$ cat config.mk
export PLATFORM = sky130hd
export DESIGN_NAME = arp_top
export DESIGN_NICKNAME = d
export VERILOG_FILES = /design/src/hdl/arp_pkg.sv /design/src/hdl/arp_mem.sv /design/src/hdl/arp_rx.sv /design/src/hdl/arp_table.sv /design/src/hdl/arp_top.sv /design/src/hdl/arp_tx.sv
export VERILOG_INCLUDE_DIRS = /design/src /design/src/include
export SDC_FILE = /design/constraint.sdc
export NUM_CORES = 2
export LEC_CHECK = 0
export ABC_AREA = 1
export BUFFER_PORTS_ARGS = -buffer_cell sky130_fd_sc_hd__buf_4
export CAP_MARGIN = 20
export CORE_MARGIN = 1.5
export CORE_UTILIZATION = 52
export CTS_CLUSTER_DIAMETER = 150
export CTS_CLUSTER_SIZE = 8
export DETAILED_ROUTE_END_ITERATION = 10
export GPL_TIMING_DRIVEN = 0
export PLACE_DENSITY = 0.69
export SLEW_MARGIN = 20
export SYNTH_ARGS = -nofsm -noshare
export SYNTH_HDL_FRONTEND = slang
export SYNTH_SLANG_ARGS = --single-unit
$ cat constraint.sdc
create_clock -name clk -period 27.7 [get_ports clk]
set_clock_uncertainty 0.1 [all_clocks]
set_input_delay 4.155 -clock clk [delete_from_list [all_inputs] [get_ports clk]]
set_output_delay 4.155 -clock clk [all_outputs]
set_load 0.01 [all_outputs]
$ cat src/include/arp_defs.svh
`ifndef ARP_DEFS_SVH
`define ARP_DEFS_SVH

// table of 2**aw entries
`define ARP_TABLE_AW 3
`define ARP_TIMEOUT_TICKS 2000

`define ARP_PKT_BYTES 28
`define ARP_FRAME_BYTES 46 // packet plus zero pad

`define ARP_ETHERTYPE 16'h0806
`define ARP_PROTO_IPV4 16'h0800
`define ARP_HW_ETH 16'd1

// address lengths of an ethernet/ipv4 arp packet
`define ARP_HLEN 8'd6
`define ARP_PLEN 8'd4

`endif

$ cat src/hdl/arp_pkg.sv
package arp_pkg;

  typedef logic [3:0][7:0] ipv4_t; // byte 3 first on the wire
  typedef logic [5:0][7:0] mac_addr_t;

  typedef struct packed {
    mac_addr_t mac;
    ipv4_t     ipv4;
  } dev_t;

  typedef enum logic [15:0] {
    arp_request = 16'd1,
    arp_reply   = 16'd2
  } arp_oper_t;

  // wire order, first byte in the msb
  typedef struct packed {
    logic [15:0] hw_type;
    logic [15:0] proto;
    logic [7:0]  hlen;
    logic [7:0]  plen;
    arp_oper_t   oper;
    mac_addr_t   src_mac;
    ipv4_t       src_ipv4;
    mac_addr_t   dst_mac;
    ipv4_t       dst_ipv4;
  } arp_hdr_t;

  typedef struct packed {
    logic [7:0]  dat;
    logic        val;
    logic        err;
    logic [15:0] ethertype;
  } mac_rx_t;

  typedef struct packed {
    logic [7:0] dat;
    logic       val;
    mac_addr_t  dst_mac;
  } mac_tx_t;

  typedef struct packed {
    logic      val;
    ipv4_t     ipv4;
    mac_addr_t mac;
  } arp_learn_t;

  typedef struct packed {
    logic      valid;
    ipv4_t     ipv4;
    mac_addr_t mac;
  } arp_entry_t;

endpackage

$ cat src/hdl/arp_mem.sv
module arp_mem #(
  parameter int addr_w = 3
) (
  input  logic                clk,
  input  logic [addr_w-1:0]   a_addr,
  input  logic [addr_w-1:0]   b_addr,
  input  logic                a_we,
  input  logic                b_we,
  input  arp_pkg::arp_entry_t a_wdata,
  input  arp_pkg::arp_entry_t b_wdata,
  output arp_pkg::arp_entry_t a_rdata,
  output arp_pkg::arp_entry_t b_rdata
);

  arp_pkg::arp_entry_t mem [2**addr_w];

  always_ff @(posedge clk) begin
    if (a_we) begin
      mem[a_addr] <= a_wdata;
    end
    if (b_we) begin
      mem[b_addr] <= b_wdata;
    end
    a_rdata <= mem[a_addr]; // read before write
    b_rdata <= mem[b_addr];
  end

endmodule

$ cat src/hdl/arp_rx.sv
`include "arp_defs.svh"

module arp_rx (
  input  logic                clk,
  input  logic                fsm_rst,
  input  arp_pkg::dev_t       dev,
  input  arp_pkg::mac_rx_t    rx,
  output arp_pkg::arp_learn_t learn,
  output arp_pkg::arp_hdr_t   reply_hdr,
  output logic                reply_req
);

  localparam int hdr_bytes   = `ARP_PKT_BYTES;
  localparam int frame_bytes = `ARP_FRAME_BYTES;

  logic [5:0]                 byte_cnt;
  logic [hdr_bytes-2:0][7:0]  shift_q; // last header byte comes straight from rx.dat
  logic                       full;    // 46 bytes seen, waiting for the end of frame
  logic                       skip;    // rest of a bad frame
  logic                       is_arp;
  logic                       frame_end;

  assign is_arp    = rx.ethertype == `ARP_ETHERTYPE;
  assign frame_end = full && !rx.val && !rx.err;

  always_ff @(posedge clk) begin
    if (fsm_rst) begin
      byte_cnt <= '0;
      shift_q  <= '0;
      full     <= 1'b0;
      skip     <= 1'b0;
    end else if (!rx.val || rx.err || full || skip) begin
      // gap, error or 47th byte
      byte_cnt <= '0;
      shift_q  <= '0;
      full     <= 1'b0;
      skip     <= rx.val; // hold off until the gap
    end else if (is_arp) begin
      shift_q  <= {shift_q[hdr_bytes-3:0], rx.dat};
      byte_cnt <= byte_cnt + 6'd1;
      if (byte_cnt == 6'(frame_bytes - 1)) begin
        full <= 1'b1;
      end
    end
  end

  always_ff @(posedge clk) begin
    if (!fsm_rst && rx.val && !rx.err && !full && !skip && is_arp &&
        byte_cnt == 6'(hdr_bytes - 1)) begin
      reply_hdr <= arp_pkg::arp_hdr_t'({shift_q, rx.dat});
    end
  end

  assign learn.val  = frame_end;
  assign learn.ipv4 = reply_hdr.src_ipv4;
  assign learn.mac  = reply_hdr.src_mac;

  // request aimed at us
  assign reply_req = frame_end &&
                     reply_hdr.oper == arp_pkg::arp_request &&
                     reply_hdr.dst_ipv4 == dev.ipv4;

endmodule

$ cat src/hdl/arp_table.sv
`include "arp_defs.svh"

module arp_table #(
  parameter int addr_w        = 3,
  parameter int timeout_ticks = 2000
) (
  input  logic                clk,
  input  logic                fsm_rst,
  input  arp_pkg::dev_t       dev,
  input  arp_pkg::arp_learn_t learn,
  input  arp_pkg::ipv4_t      ipv4_req,
  output arp_pkg::mac_addr_t  mac_rsp,
  output logic                arp_val,
  output logic                arp_err,
  output arp_pkg::arp_hdr_t   req_hdr,
  output logic                send_req,
  input  logic                tx_free
);

  localparam int tw = $clog2(timeout_ticks + 1);

  typedef enum logic [2:0] {
    w_clear,
    w_idle,
    w_scan,
    w_upd,
    w_add
  } w_state_t;

  typedef enum logic [1:0] {
    r_idle,
    r_scan,
    r_wait_tx,
    r_wait_reply
  } r_state_t;

  w_state_t            w_state;
  r_state_t            r_state;
  logic [addr_w-1:0]   a_addr, a_prev, w_ptr;
  logic [addr_w-1:0]   b_addr, b_prev;
  logic                a_rd_ok, b_rd_ok; // rdata belongs to the prev address
  logic                a_we;
  arp_pkg::arp_entry_t a_wdata, a_rdata, b_rdata;
  arp_pkg::ipv4_t      cur_ipv4, req_ipv4, req_prev;
  arp_pkg::mac_addr_t  cur_mac;
  logic                pend, start_req, go;
  logic                a_hit, a_miss, b_hit, b_miss, reply_hit;
  logic [tw-1:0]       timer;

  arp_mem #(.addr_w(addr_w)) mem_inst (
    .clk     (clk),
    .a_addr  (a_addr),
    .b_addr  (b_addr),
    .a_we    (a_we),
    .b_we    (1'b0),
    .a_wdata (a_wdata),
    .b_wdata ('0),
    .a_rdata (a_rdata),
    .b_rdata (b_rdata)
  );

  assign a_hit  = w_state == w_scan && a_rd_ok && a_rdata.valid && a_rdata.ipv4 == cur_ipv4;
  assign a_miss = w_state == w_scan && a_rd_ok && !a_hit && a_prev == '1;

  assign a_we          = w_state == w_clear || w_state == w_upd || w_state == w_add;
  assign a_wdata.valid = w_state != w_clear; // clear writes invalid words
  assign a_wdata.ipv4  = cur_ipv4;
  assign a_wdata.mac   = cur_mac;

  always_ff @(posedge clk) begin
    if (fsm_rst) begin
      w_state <= w_clear;
      a_addr  <= '0;
      a_prev  <= '0;
      a_rd_ok <= 1'b0;
      w_ptr   <= '0;
    end else begin
      case (w_state)
        w_clear: begin
          a_addr <= a_addr + 1'b1;
          if (a_addr == '1) begin
            w_state <= w_idle;
          end
        end
        w_idle: begin
          a_addr  <= '0;
          a_rd_ok <= 1'b0;
          if (learn.val) begin
            w_state <= w_scan;
          end
        end
        w_scan: begin
          a_addr  <= a_addr + 1'b1;
          a_prev  <= a_addr;
          a_rd_ok <= 1'b1;
          if (a_hit) begin
            a_addr  <= a_prev;
            w_state <= w_upd;
          end else if (a_miss) begin
            a_addr  <= w_ptr; // oldest added entry
            w_state <= w_add;
          end
        end
        w_upd: w_state <= w_idle;
        w_add: begin
          w_ptr   <= w_ptr + 1'b1;
          w_state <= w_idle;
        end
        default: w_state <= w_idle;
      endcase
    end
  end

  always_ff @(posedge clk) begin
    if (w_state == w_idle && learn.val) begin
      cur_ipv4 <= learn.ipv4;
      cur_mac  <= learn.mac;
    end
  end

  assign start_req = ipv4_req != req_prev && ipv4_req != '0;
  assign go        = (pend || start_req) && r_state == r_idle && w_state != w_clear;

  assign b_hit     = r_state == r_scan && b_rd_ok && b_rdata.valid && b_rdata.ipv4 == req_ipv4;
  assign b_miss    = r_state == r_scan && b_rd_ok && !b_hit && b_prev == '1;
  assign reply_hit = r_state == r_wait_reply && learn.val && learn.ipv4 == req_ipv4;
  assign send_req  = r_state == r_wait_tx && tx_free;

  always_ff @(posedge clk) begin
    if (fsm_rst) begin
      r_state  <= r_idle;
      req_prev <= '0;
      pend     <= 1'b0;
      arp_val  <= 1'b0;
      arp_err  <= 1'b0;
      b_addr   <= '0;
      b_prev   <= '0;
      b_rd_ok  <= 1'b0;
      timer    <= '0;
    end else begin
      req_prev <= ipv4_req;
      pend     <= (pend || start_req) && !go;
      arp_err  <= 1'b0;
      case (r_state)
        r_idle: begin
          b_addr  <= '0;
          b_rd_ok <= 1'b0;
          if (go) begin
            arp_val <= 1'b0;
            r_state <= r_scan;
          end
        end
        r_scan: begin
          b_addr  <= b_addr + 1'b1;
          b_prev  <= b_addr;
          b_rd_ok <= 1'b1;
          if (b_hit) begin
            arp_val <= 1'b1;
            r_state <= r_idle;
          end else if (b_miss) begin
            r_state <= r_wait_tx;
          end
        end
        r_wait_tx: begin
          timer <= '0;
          if (send_req) begin
            r_state <= r_wait_reply;
          end
        end
        r_wait_reply: begin
          timer <= timer + 1'b1;
          if (reply_hit) begin
            arp_val <= 1'b1;
            r_state <= r_idle;
          end else if (timer == tw'(timeout_ticks - 1)) begin
            arp_err <= 1'b1;
            r_state <= r_idle;
          end
        end
        default: r_state <= r_idle;
      endcase
    end
  end

  always_ff @(posedge clk) begin
    if (go) begin
      req_ipv4 <= ipv4_req;
    end
    if (b_hit) begin
      mac_rsp <= b_rdata.mac;
    end else if (reply_hit) begin
      mac_rsp <= learn.mac;
    end
    if (b_miss) begin // broadcast request
      req_hdr.hw_type  <= `ARP_HW_ETH;
      req_hdr.proto    <= `ARP_PROTO_IPV4;
      req_hdr.hlen     <= `ARP_HLEN;
      req_hdr.plen     <= `ARP_PLEN;
      req_hdr.oper     <= arp_pkg::arp_request;
      req_hdr.src_mac  <= dev.mac;
      req_hdr.src_ipv4 <= dev.ipv4;
      req_hdr.dst_mac  <= '1;
      req_hdr.dst_ipv4 <= req_ipv4;
    end
  end

endmodule

$ cat src/hdl/arp_top.sv
`include "arp_defs.svh"

module arp_top (
  input  logic               clk,
  input  logic               fsm_rst,
  input  arp_pkg::dev_t      dev,
  input  arp_pkg::mac_rx_t   rx,
  output arp_pkg::mac_tx_t   tx,
  input  arp_pkg::ipv4_t     ipv4_req,
  output arp_pkg::mac_addr_t mac_rsp,
  output logic               arp_val,
  output logic               arp_err
);

  arp_pkg::arp_learn_t learn;
  arp_pkg::arp_hdr_t   reply_hdr, reply_q, req_hdr, tx_hdr;
  logic                reply_req, reply_pend;
  logic                send_req, send, busy, tx_free;

  arp_rx rx_inst (
    .clk       (clk),
    .fsm_rst   (fsm_rst),
    .dev       (dev),
    .rx        (rx),
    .learn     (learn),
    .reply_hdr (reply_hdr),
    .reply_req (reply_req)
  );

  arp_tx tx_inst (
    .clk     (clk),
    .fsm_rst (fsm_rst),
    .dev     (dev),
    .hdr     (tx_hdr),
    .send    (send),
    .tx      (tx),
    .busy    (busy)
  );

  arp_table #(
    .addr_w        (`ARP_TABLE_AW),
    .timeout_ticks (`ARP_TIMEOUT_TICKS)
  ) table_inst (
    .clk      (clk),
    .fsm_rst  (fsm_rst),
    .dev      (dev),
    .learn    (learn),
    .ipv4_req (ipv4_req),
    .mac_rsp  (mac_rsp),
    .arp_val  (arp_val),
    .arp_err  (arp_err),
    .req_hdr  (req_hdr),
    .send_req (send_req),
    .tx_free  (tx_free)
  );

  always_ff @(posedge clk) begin
    if (fsm_rst) begin
      reply_pend <= 1'b0;
    end else if (reply_req) begin
      reply_pend <= 1'b1; // newer reply replaces a pending one
    end else if (!busy) begin
      reply_pend <= 1'b0;
    end
  end

  always_ff @(posedge clk) begin
    if (reply_req) begin
      reply_q.hw_type  <= `ARP_HW_ETH;
      reply_q.proto    <= reply_hdr.proto;
      reply_q.hlen     <= `ARP_HLEN;
      reply_q.plen     <= reply_hdr.plen;
      reply_q.oper     <= arp_pkg::arp_reply;
      reply_q.src_mac  <= dev.mac;
      reply_q.src_ipv4 <= dev.ipv4;
      reply_q.dst_mac  <= reply_hdr.src_mac;
      reply_q.dst_ipv4 <= reply_hdr.src_ipv4;
    end
  end

  // reply first, table request only when nothing waits
  assign tx_free = !busy && !reply_pend;
  assign send    = (reply_pend && !busy) || send_req;
  assign tx_hdr  = reply_pend ? reply_q : req_hdr;

endmodule

$ cat src/hdl/arp_tx.sv
`include "arp_defs.svh"

module arp_tx (
  input  logic              clk,
  input  logic              fsm_rst,
  input  arp_pkg::dev_t     dev,
  input  arp_pkg::arp_hdr_t hdr,
  input  logic              send,
  output arp_pkg::mac_tx_t  tx,
  output logic              busy
);

  localparam int hdr_bytes   = `ARP_PKT_BYTES;
  localparam int frame_bytes = `ARP_FRAME_BYTES;

  typedef enum logic {
    tx_idle,
    tx_send
  } tx_state_t;

  tx_state_t                 state;
  logic [5:0]                byte_cnt;
  logic [hdr_bytes-1:0][7:0] shift_q;
  arp_pkg::mac_addr_t        dst_mac_q;

  always_ff @(posedge clk) begin
    if (fsm_rst) begin
      state    <= tx_idle;
      byte_cnt <= '0;
    end else begin
      case (state)
        tx_idle: begin
          byte_cnt <= '0;
          if (send) begin
            state <= tx_send;
          end
        end
        tx_send: begin
          byte_cnt <= byte_cnt + 6'd1;
          if (byte_cnt == 6'(frame_bytes - 1)) begin
            state <= tx_idle;
          end
        end
        default: state <= tx_idle;
      endcase
    end
  end

  // zeros shift in behind the header and form the pad
  always_ff @(posedge clk) begin
    if (state == tx_idle && send) begin
      shift_q   <= {`ARP_HW_ETH, hdr.proto, `ARP_HLEN, `ARP_PLEN, hdr.oper,
                    dev.mac, dev.ipv4, hdr.dst_mac, hdr.dst_ipv4};
      dst_mac_q <= hdr.dst_mac;
    end else if (state == tx_send) begin
      shift_q <= {shift_q[hdr_bytes-2:0], 8'h00};
    end
  end

  assign busy       = state == tx_send;
  assign tx.val     = busy;
  assign tx.dat     = shift_q[hdr_bytes-1];
  assign tx.dst_mac = dst_mac_q;

endmodule

==> flow_metrics.env <==
export IMPL_postCtsSetupBuffers=0
export IMPL_die_h_um=360
export IMPL_dp_hpwl_um=138000
export IMPL_hold_path_class="reg -> reg"
export IMPL_synthCells=5534
export IMPL_yosys_warnings=0
export IMPL_antenna_left=0
export IMPL_coreArea_mm2=0.126
export IMPL_worstSetupEndpointType="flop"
export IMPL_clk_pin_slew_ns=0.05
export IMPL_initial_core_util_pct=52.6
export IMPL_max_freq_mhz=147
export IMPL_whs_endpoint="reply_q[197]$_DFFE_PP_"
export IMPL_seq_area_frac_synth_pct=72.7
export IMPL_reg2reg_from="table_inst.a_addr[2]$_SDFFE_PP0P_"
export IMPL_synthTopCellsByArea="edfxtp_1, dfxtp_1, nor2_1, o21ai_0, nand2_1"
export IMPL_cts_sinks=1750
export IMPL_cap_violations=0
export IMPL_fin_cells=7995
export IMPL_status="finished clean"
export IMPL_cp_start_kind="primary input"
export IMPL_gp_congestion=0.984
export IMPL_hold_buffers=0
export IMPL_regToRegSetupSlack_ns=23.52
export IMPL_ys_seq_elements=1750
export IMPL_cts_path_max_buffers=3
export IMPL_max_slew_margin_rel_pct=14.4
export IMPL_final_area_mm2=0.0787
export IMPL_tightest_slew_ns=1.28
export IMPL_setup_viol=0
export IMPL_slowest_stage="nor4_2"
export IMPL_dieWidth_um=360
export IMPL_grt_overflow=0
export IMPL_rr_worst_depth=8
export IMPL_hold_depth=0
export IMPL_max_vdd_ir_drop_mv=0.0712
export IMPL_synth_top_area_cell="edfxtp_1"
export IMPL_cts_resized_gates=0
export IMPL_first_global_vias=44200
export IMPL_gr_usage_met3_pct=6.60
export IMPL_layout_commonest_cell="edfxtp_1"
export IMPL_portBuffers=246
export IMPL_insertion_delay_ns=0.85
export IMPL_drv_slew=0
export IMPL_rr_endpoint="table_inst.mem_inst.mem[1][10]$_DFFE_PP_"
export IMPL_path_class="in -> reg"
export IMPL_min_from="rx_inst.reply_hdr[197]$_DFFE_PP_"
export IMPL_routedWlPerCell_um=24.7
export IMPL_dpl_cell_area_mm2=0.0717
export IMPL_route_vias_total=46400
export IMPL_cts_root_buf="clkbuf_16"
export IMPL_numCtsBuffers=236
export IMPL_hold_violations=0
export IMPL_synthArstFlopShare_pct=0
export IMPL_cp_required_ns=28.13
export IMPL_critPathTopFamily="simple AND/OR/NAND/NOR gates"
export IMPL_viasPerCell=5.80
export IMPL_layout_drive_gt1_share_pct=12.6
export IMPL_area_delta_synth_final_pct=18.5
export IMPL_use_met1_pct=41.2
export IMPL_grt_max_degree=58
export IMPL_rsz0062_at_grt="false"
export IMPL_placed_cells=7552
export IMPL_rows=130
export IMPL_crit_path_max_fanout=8
export IMPL_drc=0
export IMPL_slowest_delay_ns=0.56
export IMPL_synth_nets=5683
export IMPL_synth_edf_count=1320
export IMPL_power_leakage_nw=28.4
export IMPL_drt_wl_total_um=197000
export IMPL_fin_tns_setup_ns=0
export IMPL_grtUsageMet2_pct=45.7
export IMPL_arrival_ns=7.23
export IMPL_drtIter0Drc=6180
export IMPL_layout_nets=6289
export IMPL_crit_chain="buf_4 > xor2_1 > nor4_1 > nand3_1 > nor4_1 > nand3b_1 > nor4_2 > buf_2 > buf_4 > buf_2 > buf_2 > buf_2"
export IMPL_tritoncts="built"
export IMPL_multiInputGateArea_mm2=0.0157
export IMPL_antenna_found_initial=8
export IMPL_io_pins=247
export IMPL_finalCritPeriodShare_pct=24.5
export IMPL_die_area_mm2=0.130
export IMPL_grt_most_used_layer="met2"
export IMPL_syn_cell_area_mm2=0.0664
export IMPL_grt_first_pass_wirelength_um=286000
export IMPL_crit_top_cell="buf_2"
export IMPL_cp_buffers_inverters=6
export IMPL_yosysTopAreaCellShare_pct=59.7
export IMPL_synth_ff_type="edfxtp_1"
export IMPL_synth_cell_types=47
export IMPL_track_usage_pct=29.9
export IMPL_dr_pass1_iters=8
export IMPL_fillers=9736
export IMPL_post_route_min_period_ns=6.79
export IMPL_seq_area_mm2=0.0482
export IMPL_avgSynthCellArea_um2=12.0
export IMPL_ctsHtreeMaxLevel=4
export IMPL_most_common_layout_cells="edfxtp_1, nor2_1, o21ai_0"
export IMPL_power_density_mw_per_mm2=89.6
through the flow:
stage | total power, mW | setup slack (ns) | hold slack, ns | util [%]
after global routing | 7.27 | 20.76 | 0.322 | 62.3
after floorplan | 3.90 | 12.24 | 0.300 | -
after CTS | 7.03 | 21.00 | 0.314 | 62.3
final | 7.05 | 20.91 | 0.315 | 62.3
after detailed placement | 4.36 | 20.10 | 0.305 | 56.8
after global placement | 4.37 | 6.53 | 0.302 | 55.7
power by group:
| part | total (mW) | internal [mW] | switching [mW] |
|---|---|---|---|
| Combinational | 1.04 | 0.318 | 0.719 |
| Sequential | 3.32 | 3.16 | 0.163 |
| Clock | 2.69 | 1.60 | 1.09 |
| Total | 7.05 | 5.08 | 1.97 |
registers in the layout, summed over array words and instances (netlist names), 11 cells and up, named ones only:
signal,count
reply_q,96
rx_inst.learn,80
rx_inst.reply_hdr,64
rx_inst.shift_q,200
table_inst.a_wdata,80
table_inst.mac_rsp,48
table_inst.mem_inst.a_rdata,33
table_inst.mem_inst.b_rdata,81
table_inst.mem_inst.mem,648
table_inst.req_hdr,32
table_inst.req_ipv4,32
table_inst.req_prev,32
table_inst.timer,11
tx_inst.shift_q,216
tx_inst.tx,56
final cells by class:
cell class,count,area share (%)
Clock inverter,15,0.422
Multi-Input combinational cell,3139,19.9
Sequential cell,1750,61.3
Tap cell,1650,2.62
Buffer,300,1.66
Inverter,345,1.65
Clock buffer,424,8.42
Antenna cell,4,0.0127
Timing Repair Buffer,368,3.98
worst max-delay path by stage:
| stage | start | endpoint | depth (start not counted) |
|---|---|---|---|
| after global placement | dev[18] | reply_q[58]$_DFFE_PP_ | 7 |
| after detailed placement | dev[18] | reply_q[58]$_DFFE_PP_ | 12 |
| final | dev[18] | reply_q[61]$_DFFE_PP_ | 12 |
| after CTS | dev[18] | reply_q[62]$_DFFE_PP_ | 12 |
| after global routing | dev[18] | reply_q[58]$_DFFE_PP_ | 12 |
| after floorplan | rx[6] | rx_inst.learn[0]$_DFFE_PP_ | 4 |
logic make-up after synthesis:
kind of cell / after synthesis / synth area share (%)
DFF: 1750 / 72.7
adders and majority gates: 9 / 0.170
and+or+nand+nor: 1844 / 11.2
buffers and inverters: 645 / 3.90
AOI/OAI and AO/OA: 1194 / 10.8
xor gates and xnor gates: 92 / 1.21
cell usage after synthesis, types with 77 or more instances:
cell type and count:
nor2_1 1028, xnor2_1 77, a31oi_1 82, nand2_1 580
inv_1 333, dfxtp_1 430, edfxtp_1 1320, clkbuf_1 212
o21ai_0 614, o22ai_1 87, a21oi_1 105, a22o_1 130
layer usage:
layer,vias up,part of all wire [%]
li1,20900,-
met1,22300,40
met2,2712,45
met3,502,10
met4,0,4.8
met5,-,0
Note: power is estimated with default switching activity, not from simulation.
